--- src/portalPkg.sv ---
`default_nettype none

package portalPkg;

  localparam int DataWidth = 32;
  localparam int IdWidth = 6;
  localparam int LenWidth = 4;     // Beats minus one
  localparam int OffsetWidth = 5;

  // Bus address as seen by the portal
  typedef union packed {
    logic [31:0] raw;
    struct packed {
      logic [18:0] pad;
      logic sel;                     // Portal select, bit 12
      logic [6:0] chan;              // Channel 0 is the control page
      logic [OffsetWidth-1:0] offset;
    } fields;
  } portalAddrU;

  // Control page offsets
  localparam logic [OffsetWidth-1:0] IntrEnableOffset = 5'h04;
  localparam logic [OffsetWidth-1:0] NumTilesOffset = 5'h08;
  localparam logic [OffsetWidth-1:0] IndStatusOffset = 5'h0C;
  localparam logic [OffsetWidth-1:0] PortalIdOffset = 5'h10;
  localparam logic [OffsetWidth-1:0] NumPortalsOffset = 5'h14;

  localparam int NumTiles = 1;
  localparam int NumPortals = 2;
  localparam int PortalIdLow = 5;
  localparam int PortalIdHigh = 6;

  localparam logic [DataWidth-1:0] CtrlDefaultWord = 32'h005A05A0;

endpackage

`default_nettype wire

--- src/burstSplitter.sv ---
`timescale 1ns/1ps
`default_nettype none

module burstSplitter #(
  parameter int IdWidth = portalPkg::IdWidth,
  parameter int LenWidth = portalPkg::LenWidth,
  parameter int FifoDepth = 2
) (
  input  logic CLK,
  input  logic nRST,
  input  portalPkg::portalAddrU addr,
  input  logic [IdWidth-1:0] id,
  input  logic [LenWidth-1:0] len,
  input  logic valid,
  output logic ready,
  output logic beatValid,
  output logic [portalPkg::OffsetWidth-1:0] beatOffset,
  output logic [IdWidth-1:0] beatId,
  output logic beatSel,
  output logic beatCtrl,
  output logic beatLast,
  input  logic beatTake
);
  import portalPkg::*;

  localparam int ReqWidth = 2 + OffsetWidth + IdWidth + LenWidth;

  logic [ReqWidth-1:0] reqIn;
  logic [ReqWidth-1:0] reqOut;
  logic reqEmpty;
  logic reqSel;
  logic reqCtrl;
  logic [OffsetWidth-1:0] reqOffset;
  logic [IdWidth-1:0] reqId;
  logic [LenWidth-1:0] reqLen;
  logic first;
  logic [LenWidth:0] remain;
  logic [LenWidth:0] curRemain;
  logic [OffsetWidth-1:0] nextOffset;
  logic [OffsetWidth-1:0] curOffset;
  logic take;

  // Select and control flag are decoded once, then travel with every beat
  assign reqIn = {addr.fields.sel, addr.fields.chan == '0, addr.fields.offset, id, len};
  assign ready = reqEmpty;  // One burst at a time

  portalFifo #(.Width(ReqWidth), .FifoDepth(FifoDepth)) reqFifo (
    .CLK(CLK),
    .nRST(nRST),
    .enq(valid && ready),
    .din(reqIn),
    .deq(take && beatLast),
    .dout(reqOut),
    .full(),
    .empty(reqEmpty)
  );

  assign {reqSel, reqCtrl, reqOffset, reqId, reqLen} = reqOut;

  assign curRemain = first ? {1'b0, reqLen} + 1'b1 : remain;
  assign curOffset = first ? reqOffset : nextOffset;
  assign take = beatValid && beatTake;

  assign beatValid = !reqEmpty;
  assign beatOffset = curOffset;
  assign beatId = reqId;
  assign beatSel = reqSel;
  assign beatCtrl = reqCtrl;
  assign beatLast = curRemain == 1;

  always_ff @(posedge CLK) begin
    if (!nRST) begin
      first <= 1'b1;
      remain <= '0;
    end else if (take) begin
      first <= beatLast;
      remain <= curRemain - 1'b1;
    end
  end

  always_ff @(posedge CLK) begin
    if (take)
      nextOffset <= curOffset + OffsetWidth'(4);  // Wraps in five bits
  end

endmodule

`default_nettype wire

--- src/portalFifo.sv ---
`timescale 1ns/1ps
`default_nettype none

module portalFifo #(
  parameter int Width = 32,
  parameter int FifoDepth = 2
) (
  input  logic CLK,
  input  logic nRST,
  input  logic enq,
  input  logic [Width-1:0] din,
  input  logic deq,
  output logic [Width-1:0] dout,
  output logic full,
  output logic empty
);
  localparam int PtrWidth = (FifoDepth > 1) ? $clog2(FifoDepth) : 1;
  localparam int CountWidth = $clog2(FifoDepth + 1);

  logic [Width-1:0] mem [FifoDepth];
  logic [PtrWidth-1:0] wrPtr;
  logic [PtrWidth-1:0] rdPtr;
  logic [CountWidth-1:0] count;
  logic doEnq;
  logic doDeq;

  function automatic logic [PtrWidth-1:0] nextPtr(input logic [PtrWidth-1:0] p);
    return (p == PtrWidth'(FifoDepth - 1)) ? '0 : p + 1'b1;
  endfunction

  assign full = count == CountWidth'(FifoDepth);
  assign empty = count == '0;
  assign doEnq = enq && !full;     // Guarded, overflow dropped
  assign doDeq = deq && !empty;
  assign dout = mem[rdPtr];

  always_ff @(posedge CLK) begin
    if (doEnq)
      mem[wrPtr] <= din;
  end

  always_ff @(posedge CLK) begin
    if (!nRST) begin
      wrPtr <= '0;
      rdPtr <= '0;
      count <= '0;
    end else begin
      if (doEnq)
        wrPtr <= nextPtr(wrPtr);
      if (doDeq)
        rdPtr <= nextPtr(rdPtr);
      if (doEnq && !doDeq)
        count <= count + 1'b1;
      else if (doDeq && !doEnq)
        count <= count - 1'b1;
    end
  end

endmodule

`default_nettype wire

--- src/portalReadPath.sv ---
`timescale 1ns/1ps
`default_nettype none

module portalReadPath #(
  parameter int DataWidth = portalPkg::DataWidth,
  parameter int IdWidth = portalPkg::IdWidth,
  parameter int FifoDepth = 2
) (
  input  logic CLK,
  input  logic nRST,
  input  logic beatValid,
  input  logic [portalPkg::OffsetWidth-1:0] beatOffset,
  input  logic [IdWidth-1:0] beatId,
  input  logic beatSel,
  input  logic beatCtrl,
  input  logic beatLast,
  output logic beatTake,
  input  logic indValid,
  input  logic [DataWidth-1:0] indData,
  output logic indTake,
  input  logic reqReady,
  output logic [DataWidth-1:0] rData,
  output logic [IdWidth-1:0] rId,
  output logic rLast,
  output logic rValid,
  input  logic rReady
);
  import portalPkg::*;

  localparam int EntryWidth = 1 + IdWidth + DataWidth;

  logic take;
  logic [DataWidth-1:0] ctrlWord;
  logic [DataWidth-1:0] userWord;
  logic [DataWidth-1:0] readWord;
  logic [EntryWidth-1:0] dataOut;
  logic dataFull;
  logic dataEmpty;

  assign beatTake = !dataFull;
  assign take = beatValid && beatTake;

  // Control page
  always_comb begin
    case (beatOffset)
      '0, IndStatusOffset: ctrlWord = DataWidth'(indValid);
      NumTilesOffset: ctrlWord = DataWidth'(NumTiles);
      PortalIdOffset: ctrlWord = beatSel ? DataWidth'(PortalIdHigh) : DataWidth'(PortalIdLow);
      NumPortalsOffset: ctrlWord = DataWidth'(NumPortals);
      default: ctrlWord = DataWidth'(CtrlDefaultWord);
    endcase
  end

  // User channels
  always_comb begin
    case (beatOffset)
      '0: userWord = indData;
      OffsetWidth'(4): userWord = DataWidth'(reqReady);  // Request ready level
      default: userWord = '0;
    endcase
  end

  assign readWord = beatCtrl ? ctrlWord : userWord;

  // Reading the indication word consumes it
  assign indTake = take && !beatCtrl && beatOffset == '0;

  portalFifo #(.Width(EntryWidth), .FifoDepth(FifoDepth)) readDataFifo (
    .CLK(CLK),
    .nRST(nRST),
    .enq(take),
    .din({beatLast, beatId, readWord}),
    .deq(rValid && rReady),
    .dout(dataOut),
    .full(dataFull),
    .empty(dataEmpty)
  );

  assign {rLast, rId, rData} = dataOut;
  assign rValid = !dataEmpty;

endmodule

`default_nettype wire

--- src/portalTop.sv ---
`timescale 1ns/1ps
`default_nettype none

module portalTop #(
  parameter int DataWidth = portalPkg::DataWidth,
  parameter int IdWidth = portalPkg::IdWidth,
  parameter int LenWidth = portalPkg::LenWidth,
  parameter int FifoDepth = 2
) (
  input  logic CLK,
  input  logic nRST,
  input  portalPkg::portalAddrU arAddr,
  input  logic [IdWidth-1:0] arId,
  input  logic [LenWidth-1:0] arLen,
  input  logic arValid,
  output logic arReady,
  output logic [DataWidth-1:0] rData,
  output logic [IdWidth-1:0] rId,
  output logic rLast,
  output logic rValid,
  input  logic rReady,
  input  portalPkg::portalAddrU awAddr,
  input  logic [IdWidth-1:0] awId,
  input  logic [LenWidth-1:0] awLen,
  input  logic awValid,
  output logic awReady,
  input  logic [DataWidth-1:0] wData,
  input  logic wLast,
  input  logic wValid,
  output logic wReady,
  output logic [IdWidth-1:0] bId,
  output logic bValid,
  input  logic bReady,
  input  logic indValid,
  input  logic [DataWidth-1:0] indData,
  output logic indTake,
  input  logic reqReady,
  output logic reqValid,
  output logic [DataWidth-1:0] reqData,
  output logic reqLast,
  output logic irq
);
  import portalPkg::*;

  logic rdBeatValid;
  logic [OffsetWidth-1:0] rdBeatOffset;
  logic [IdWidth-1:0] rdBeatId;
  logic rdBeatSel;
  logic rdBeatCtrl;
  logic rdBeatLast;
  logic rdBeatTake;

  logic wrBeatValid;
  logic [OffsetWidth-1:0] wrBeatOffset;
  logic [IdWidth-1:0] wrBeatId;
  logic wrBeatCtrl;
  logic wrBeatLast;
  logic wrBeatTake;

  burstSplitter #(.IdWidth(IdWidth), .LenWidth(LenWidth), .FifoDepth(FifoDepth)) rdSplit (
    .CLK(CLK), .nRST(nRST),
    .addr(arAddr), .id(arId), .len(arLen), .valid(arValid), .ready(arReady),
    .beatValid(rdBeatValid), .beatOffset(rdBeatOffset), .beatId(rdBeatId),
    .beatSel(rdBeatSel), .beatCtrl(rdBeatCtrl), .beatLast(rdBeatLast),
    .beatTake(rdBeatTake)
  );

  portalReadPath #(.DataWidth(DataWidth), .IdWidth(IdWidth), .FifoDepth(FifoDepth)) readPath (
    .CLK(CLK), .nRST(nRST),
    .beatValid(rdBeatValid), .beatOffset(rdBeatOffset), .beatId(rdBeatId),
    .beatSel(rdBeatSel), .beatCtrl(rdBeatCtrl), .beatLast(rdBeatLast),
    .beatTake(rdBeatTake),
    .indValid(indValid), .indData(indData), .indTake(indTake), .reqReady(reqReady),
    .rData(rData), .rId(rId), .rLast(rLast), .rValid(rValid), .rReady(rReady)
  );

  // Write portal select is not needed on the write side
  burstSplitter #(.IdWidth(IdWidth), .LenWidth(LenWidth), .FifoDepth(FifoDepth)) wrSplit (
    .CLK(CLK), .nRST(nRST),
    .addr(awAddr), .id(awId), .len(awLen), .valid(awValid), .ready(awReady),
    .beatValid(wrBeatValid), .beatOffset(wrBeatOffset), .beatId(wrBeatId),
    .beatSel(), .beatCtrl(wrBeatCtrl), .beatLast(wrBeatLast),
    .beatTake(wrBeatTake)
  );

  portalWritePath #(.DataWidth(DataWidth), .IdWidth(IdWidth), .FifoDepth(FifoDepth)) writePath (
    .CLK(CLK), .nRST(nRST),
    .addrAccept(awValid && awReady),
    .beatValid(wrBeatValid), .beatOffset(wrBeatOffset), .beatId(wrBeatId),
    .beatCtrl(wrBeatCtrl), .beatLast(wrBeatLast), .beatTake(wrBeatTake),
    .wData(wData), .wLast(wLast), .wValid(wValid), .wReady(wReady),
    .indValid(indValid), .irq(irq),
    .reqValid(reqValid), .reqData(reqData), .reqLast(reqLast),
    .bId(bId), .bValid(bValid), .bReady(bReady)
  );

endmodule

`default_nettype wire

--- src/portalWritePath.sv ---
`timescale 1ns/1ps
`default_nettype none

module portalWritePath #(
  parameter int DataWidth = portalPkg::DataWidth,
  parameter int IdWidth = portalPkg::IdWidth,
  parameter int FifoDepth = 2
) (
  input  logic CLK,
  input  logic nRST,
  input  logic addrAccept,
  input  logic beatValid,
  input  logic [portalPkg::OffsetWidth-1:0] beatOffset,
  input  logic [IdWidth-1:0] beatId,
  input  logic beatCtrl,
  input  logic beatLast,
  output logic beatTake,
  input  logic [DataWidth-1:0] wData,
  input  logic wLast,
  input  logic wValid,
  output logic wReady,
  input  logic indValid,
  output logic irq,
  output logic reqValid,
  output logic [DataWidth-1:0] reqData,
  output logic reqLast,
  output logic [IdWidth-1:0] bId,
  output logic bValid,
  input  logic bReady
);
  import portalPkg::*;

  logic lastDataSeen;
  logic intrEnable;
  logic dataAccept;
  logic [DataWidth-1:0] dataOut;
  logic dataFull;
  logic dataEmpty;
  logic respFull;
  logic respEmpty;
  logic consume;

  // Hold off data of the next burst until its address arrives
  assign wReady = !lastDataSeen && !dataFull;
  assign dataAccept = wValid && wReady;

  portalFifo #(.Width(DataWidth), .FifoDepth(FifoDepth)) writeDataFifo (
    .CLK(CLK),
    .nRST(nRST),
    .enq(dataAccept),
    .din(wData),
    .deq(consume),
    .dout(dataOut),
    .full(dataFull),
    .empty(dataEmpty)
  );

  // Last beat also needs a free response slot
  assign beatTake = !dataEmpty && (!beatLast || !respFull);
  assign consume = beatValid && beatTake;

  assign reqValid = consume && !beatCtrl;
  assign reqData = dataOut;
  assign reqLast = beatLast;

  assign irq = intrEnable && indValid;

  portalFifo #(.Width(IdWidth), .FifoDepth(FifoDepth)) respFifo (
    .CLK(CLK),
    .nRST(nRST),
    .enq(consume && beatLast),
    .din(beatId),
    .deq(bValid && bReady),
    .dout(bId),
    .full(respFull),
    .empty(respEmpty)
  );

  assign bValid = !respEmpty;

  always_ff @(posedge CLK) begin
    if (!nRST) begin
      lastDataSeen <= 1'b0;
      intrEnable <= 1'b0;
    end else begin
      if (addrAccept)
        lastDataSeen <= 1'b0;  // New address wins
      else if (dataAccept && wLast)
        lastDataSeen <= 1'b1;
      if (consume && beatCtrl && beatOffset == IntrEnableOffset)
        intrEnable <= dataOut[0];
    end
  end

endmodule

`default_nettype wire

--- config.mk ---
export PLATFORM = sky130hd
export DESIGN_NAME = portalTop
export DESIGN_NICKNAME = d
export VERILOG_FILES = /design/src/portalPkg.sv /design/src/burstSplitter.sv /design/src/portalFifo.sv /design/src/portalReadPath.sv /design/src/portalTop.sv /design/src/portalWritePath.sv
export SDC_FILE = /design/constraint.sdc
export NUM_CORES = 1
export LEC_CHECK = 0
export ABC_CLOCK_PERIOD_IN_PS = 9950
export BUFFER_PORTS_ARGS = -buffer_cell sky130_fd_sc_hd__buf_2
export CAP_MARGIN = 10
export CORE_MARGIN = 2
export CORE_UTILIZATION = 45
export CTS_BUF_LIST = sky130_fd_sc_hd__clkbuf_16
export CTS_CLUSTER_DIAMETER = 120
export DETAILED_ROUTE_END_ITERATION = 10
export GPL_ROUTABILITY_DRIVEN = 1
export HOLD_SLACK_MARGIN = 0.08
export PLACE_DENSITY = 0.68
export SLEW_MARGIN = 20
export SYNTH_ARGS = -nofsm -noshare
export SYNTH_HDL_FRONTEND = slang
export SYNTH_SLANG_ARGS = --single-unit
--- constraint.sdc ---
create_clock -name CLK -period 9.95 [get_ports CLK]
set_input_delay 0.4975 -clock CLK [delete_from_list [all_inputs] [get_ports CLK]]
set_output_delay 0.4975 -clock CLK [all_outputs]
set_load 0.005 [all_outputs]
==> impl_results.md <==
- Placer Congestion: 0.767
- Overflow after GRT: 0
- Critical Path AT: 3630 ps
- Ports: 244
- Ys flop type: edfxtp_1
- Worst path max stage delay: 1010 ps
- Top cell type's share of synthesized area: 63.3%
- Avg WL per Cell: 16.3 microns
- Max_cap viols: 0
- Clock buffer depth: 3
- Relative slew slack: 29.9%
- Area post-placement: 0.0123 sq mm
- Post-synth top area cell: edfxtp_1
- Full die area: 0.0255 sq mm
- Synthesized instance count: 686
- Chip Width: 160 microns
- Clock sink total: 269
- Async SR Flop Fraction: 0%
- Crit path top cell by count: and2_1
- Status: finished clean
- Antenna Violating Nets Remaining: 0
- Initial DRT Pass Iterations: 4
- Skew-Pair Late Insertion Delay: 540 ps
- Fin nets: 1075
- Maximum vdd drop: 0.188 mV
- Via/cell ratio: 4.97
- Drt total wl: 20300 microns
- Clock Skews: 13.7 ps
- HP Class: input pin to flip-flop
- Starting DRT DRC Count: 244
- GRT Util Overall: 15.7%
- Endpoints failing setup: 0
- Critical path class: flip-flop to primary output
- Total power: 3.86 mW
- Detailed-route via count: 6162
- Final min period: 4130 ps
- WP buf/inv: 1
- Crit Path Max Fanout: 30
- Post-CTS setup buffers: 0
- Worst setup margin: 5820 ps
- Share of cells above drive strength 1: 40.3%
- Syn nets: 861
- Post-Place Setup Slack: 6160 ps
- Number of port buffers: 204
- Initial antenna violation count: 3
- Top cells by area, synth: edfxtp_1 (63%), mux2_2 (9.8%), dfxtp_1 (7.2%)
- Req. time, crit path: 9450 ps
- Fmax: 242 MHz
- Final period util: 41.5%
- Fill count: 1977
- CTS clk-pin slew, worst paths: 60 ps
- H-tree depth: 1
- Endpoint type of the worst setup path: primary output
- Clock Tree Root: clkbuf_16
- CTS Hold Bufs: 0
- # rows: 56
- Synthesized flop and latch total: 269
- Post-synth EDFFs: 230
- Cell area power density: 293 mW/mm^2
- Startpoint Class: flip-flop
- CTS tree: done
- Core Area: 0.0236 sq mm
- Yosys Warn Count: 0
- Setup TNS: 0 ps
- Seq/Total Area, Yosys: 70.5%
- Post-synthesis cell area: 0.0109 sq mm
- Final Hold Violating Endpoints: 0
- Crit-path cells: mux2_2 -> mux2i_4 -> and2_1 -> and3_1 -> and2_1 -> buf_2
- LEAKAGE: 5.05 nW
- Post_cts resized: 0
- Avg Cell Area, Syn: 15.9 sq um
- Slew @ Worst Pin: 1050 ps
- Vias in the first global route: 6321
- Area grow syn2layout: 20.7%
- Delay-heaviest family, CP: simple AND/OR/NAND/NOR gates
- DRC: 0
- Unrepaired setup endpoints after global routing: false
- Initial cell density of the core: 46.2%
- Pin count of the biggest net entering global routing: 40
- First-pass GRT wire length: 32200 microns
- Finished Cell Area: 0.0132 sq mm
- Final number of max-transition violations: 0
- Post-synth cell types: 58
- Post-DP HPWL: 13300 microns
- Die Y: 160 microns
- Worst path slowest cell: dfxtp_1
- Total CTS buffers: 29
- Layout Utilization: 55.8%
per-layer routing:
layer	up-vias	share of wire [%]	track usage (%)	wire, microns
met5	-	0	0	0
met4	0	3.3	5.62	662
met3	38	5.7	3.79	1150
met2	155	48	26.8	9720
met1	2976	43	19.5	8760
li1	2993	-	-	-
cell usage after synthesis, types with 5 or more instances:
| library cell | count |
|---|---|
| and2_1 | 27 |
| xor2_1 | 16 |
| mux2i_1 | 19 |
| edfxtp_1 | 230 |
| o21ai_0 | 7 |
| nand2_1 | 21 |
| inv_1 | 19 |
| xnor2_1 | 10 |
| ha_1 | 17 |
| or3_1 | 5 |
| mux2_2 | 95 |
| buf_1 | 7 |
| buf_2 | 6 |
| dfxtp_1 | 39 |
| a21oi_1 | 22 |
| a21o_1 | 13 |
| nor2_1 | 43 |
| clkbuf_1 | 9 |
| nand3_1 | 10 |
area by class of cell:
| class | count | area (sq um) | area share [%] |
|---|---|---|---|
| Multi-Input combinational cell | 369 | 3020 | 22.9 |
| Clock inverter | 22 | 188 | 1.42 |
| Clock buffer | 29 | 726 | 5.51 |
| Tap cell | 319 | 399 | 3.03 |
| Antenna cell | 2 | 5.00 | 0.0380 |
| Sequential cell | 269 | 7690 | 58.4 |
| Inverter | 22 | 85.1 | 0.646 |
| Timing Repair Buffer | 209 | 1060 | 8.04 |
power breakdown:
| group | internal, mW | switching (mW) |
|---|---|---|
| Combinational | 0.518 | 0.600 |
| Sequential | 1.58 | 0.136 |
| Clock | 0.605 | 0.419 |
through the flow:
step / instances / hold WS, ps
after global placement: 1188 / 437
final: 1241 / 143
after floorplan: 686 / 428
after global routing: 1240 / 126
after CTS: 1239 / 124
after detailed placement: 1188 / 446
flip-flops by register name (all words and copies together) (netlist names), 2 cells and up, named ones only:
register and count:
wrSplit.nextOffset 5, wrSplit.remain 5, wrSplit.reqFifo.count 2, readPath.readDataFifo.count 2
writePath.writeDataFifo.mem 64, writePath.writeDataFifo.count 2, rdSplit.reqFifo.count 2, rdSplit.nextOffset 5
readPath.readDataFifo.mem 78, wrSplit.reqFifo.mem 32, rdSplit.remain 5, writePath.respFifo.mem 12
writePath.respFifo.count 2, rdSplit.reqFifo.mem 34
cells in the final DEF, fill, tap and decap left out, types with 5 or more instances in the layout:
cell       count
o21ai_0        7
and2_1        26
xnor2_1       10
xor2_1        16
inv_1         23
mux2i_1       19
buf_2        204
mux2_2        95
or3_1          5
buf_4          5
nor2_1        42
ha_1          17
edfxtp_1     230
a21o_1        13
clkbuf_16     29
clkinv_1       6
nand2_1       21
dfxtp_1       38
nand3_1       10
a21oi_1       22
worst paths after layout:
kind / start / endpoint / slack, ps / cells past startpoint
worst min-delay path: arLen[3] / rdSplit.reqFifo.mem[1][3] / 140 / 1
worst min register to register: wrSplit.remain[0] / wrSplit.remain[0] / 460 / 2
worst max register to register: flip-flop / writePath.respFifo.count[1] / 6220 / 11
worst max-delay path: flip-flop / indTake / 5820 / 6
cell families (layout without fill, tap and decap cells):
family                   count (synthesis)  after routing  synth area share, %
flip-flops                             269            269                 70.5
AO/OA/AOI/OAI                           65             65                 4.11
buffers and inverters                   48            282                 1.98
multiplexers                           121            121                 12.7
adder cells (fa/ha/maj)                 17             17                 1.95
AND/OR/NAND/NOR                        139            139                 6.61
XOR/XNOR                                27             27                 2.24
other                                    0              2                    0
No activity file was read; power rests on OpenSTA's default activity.
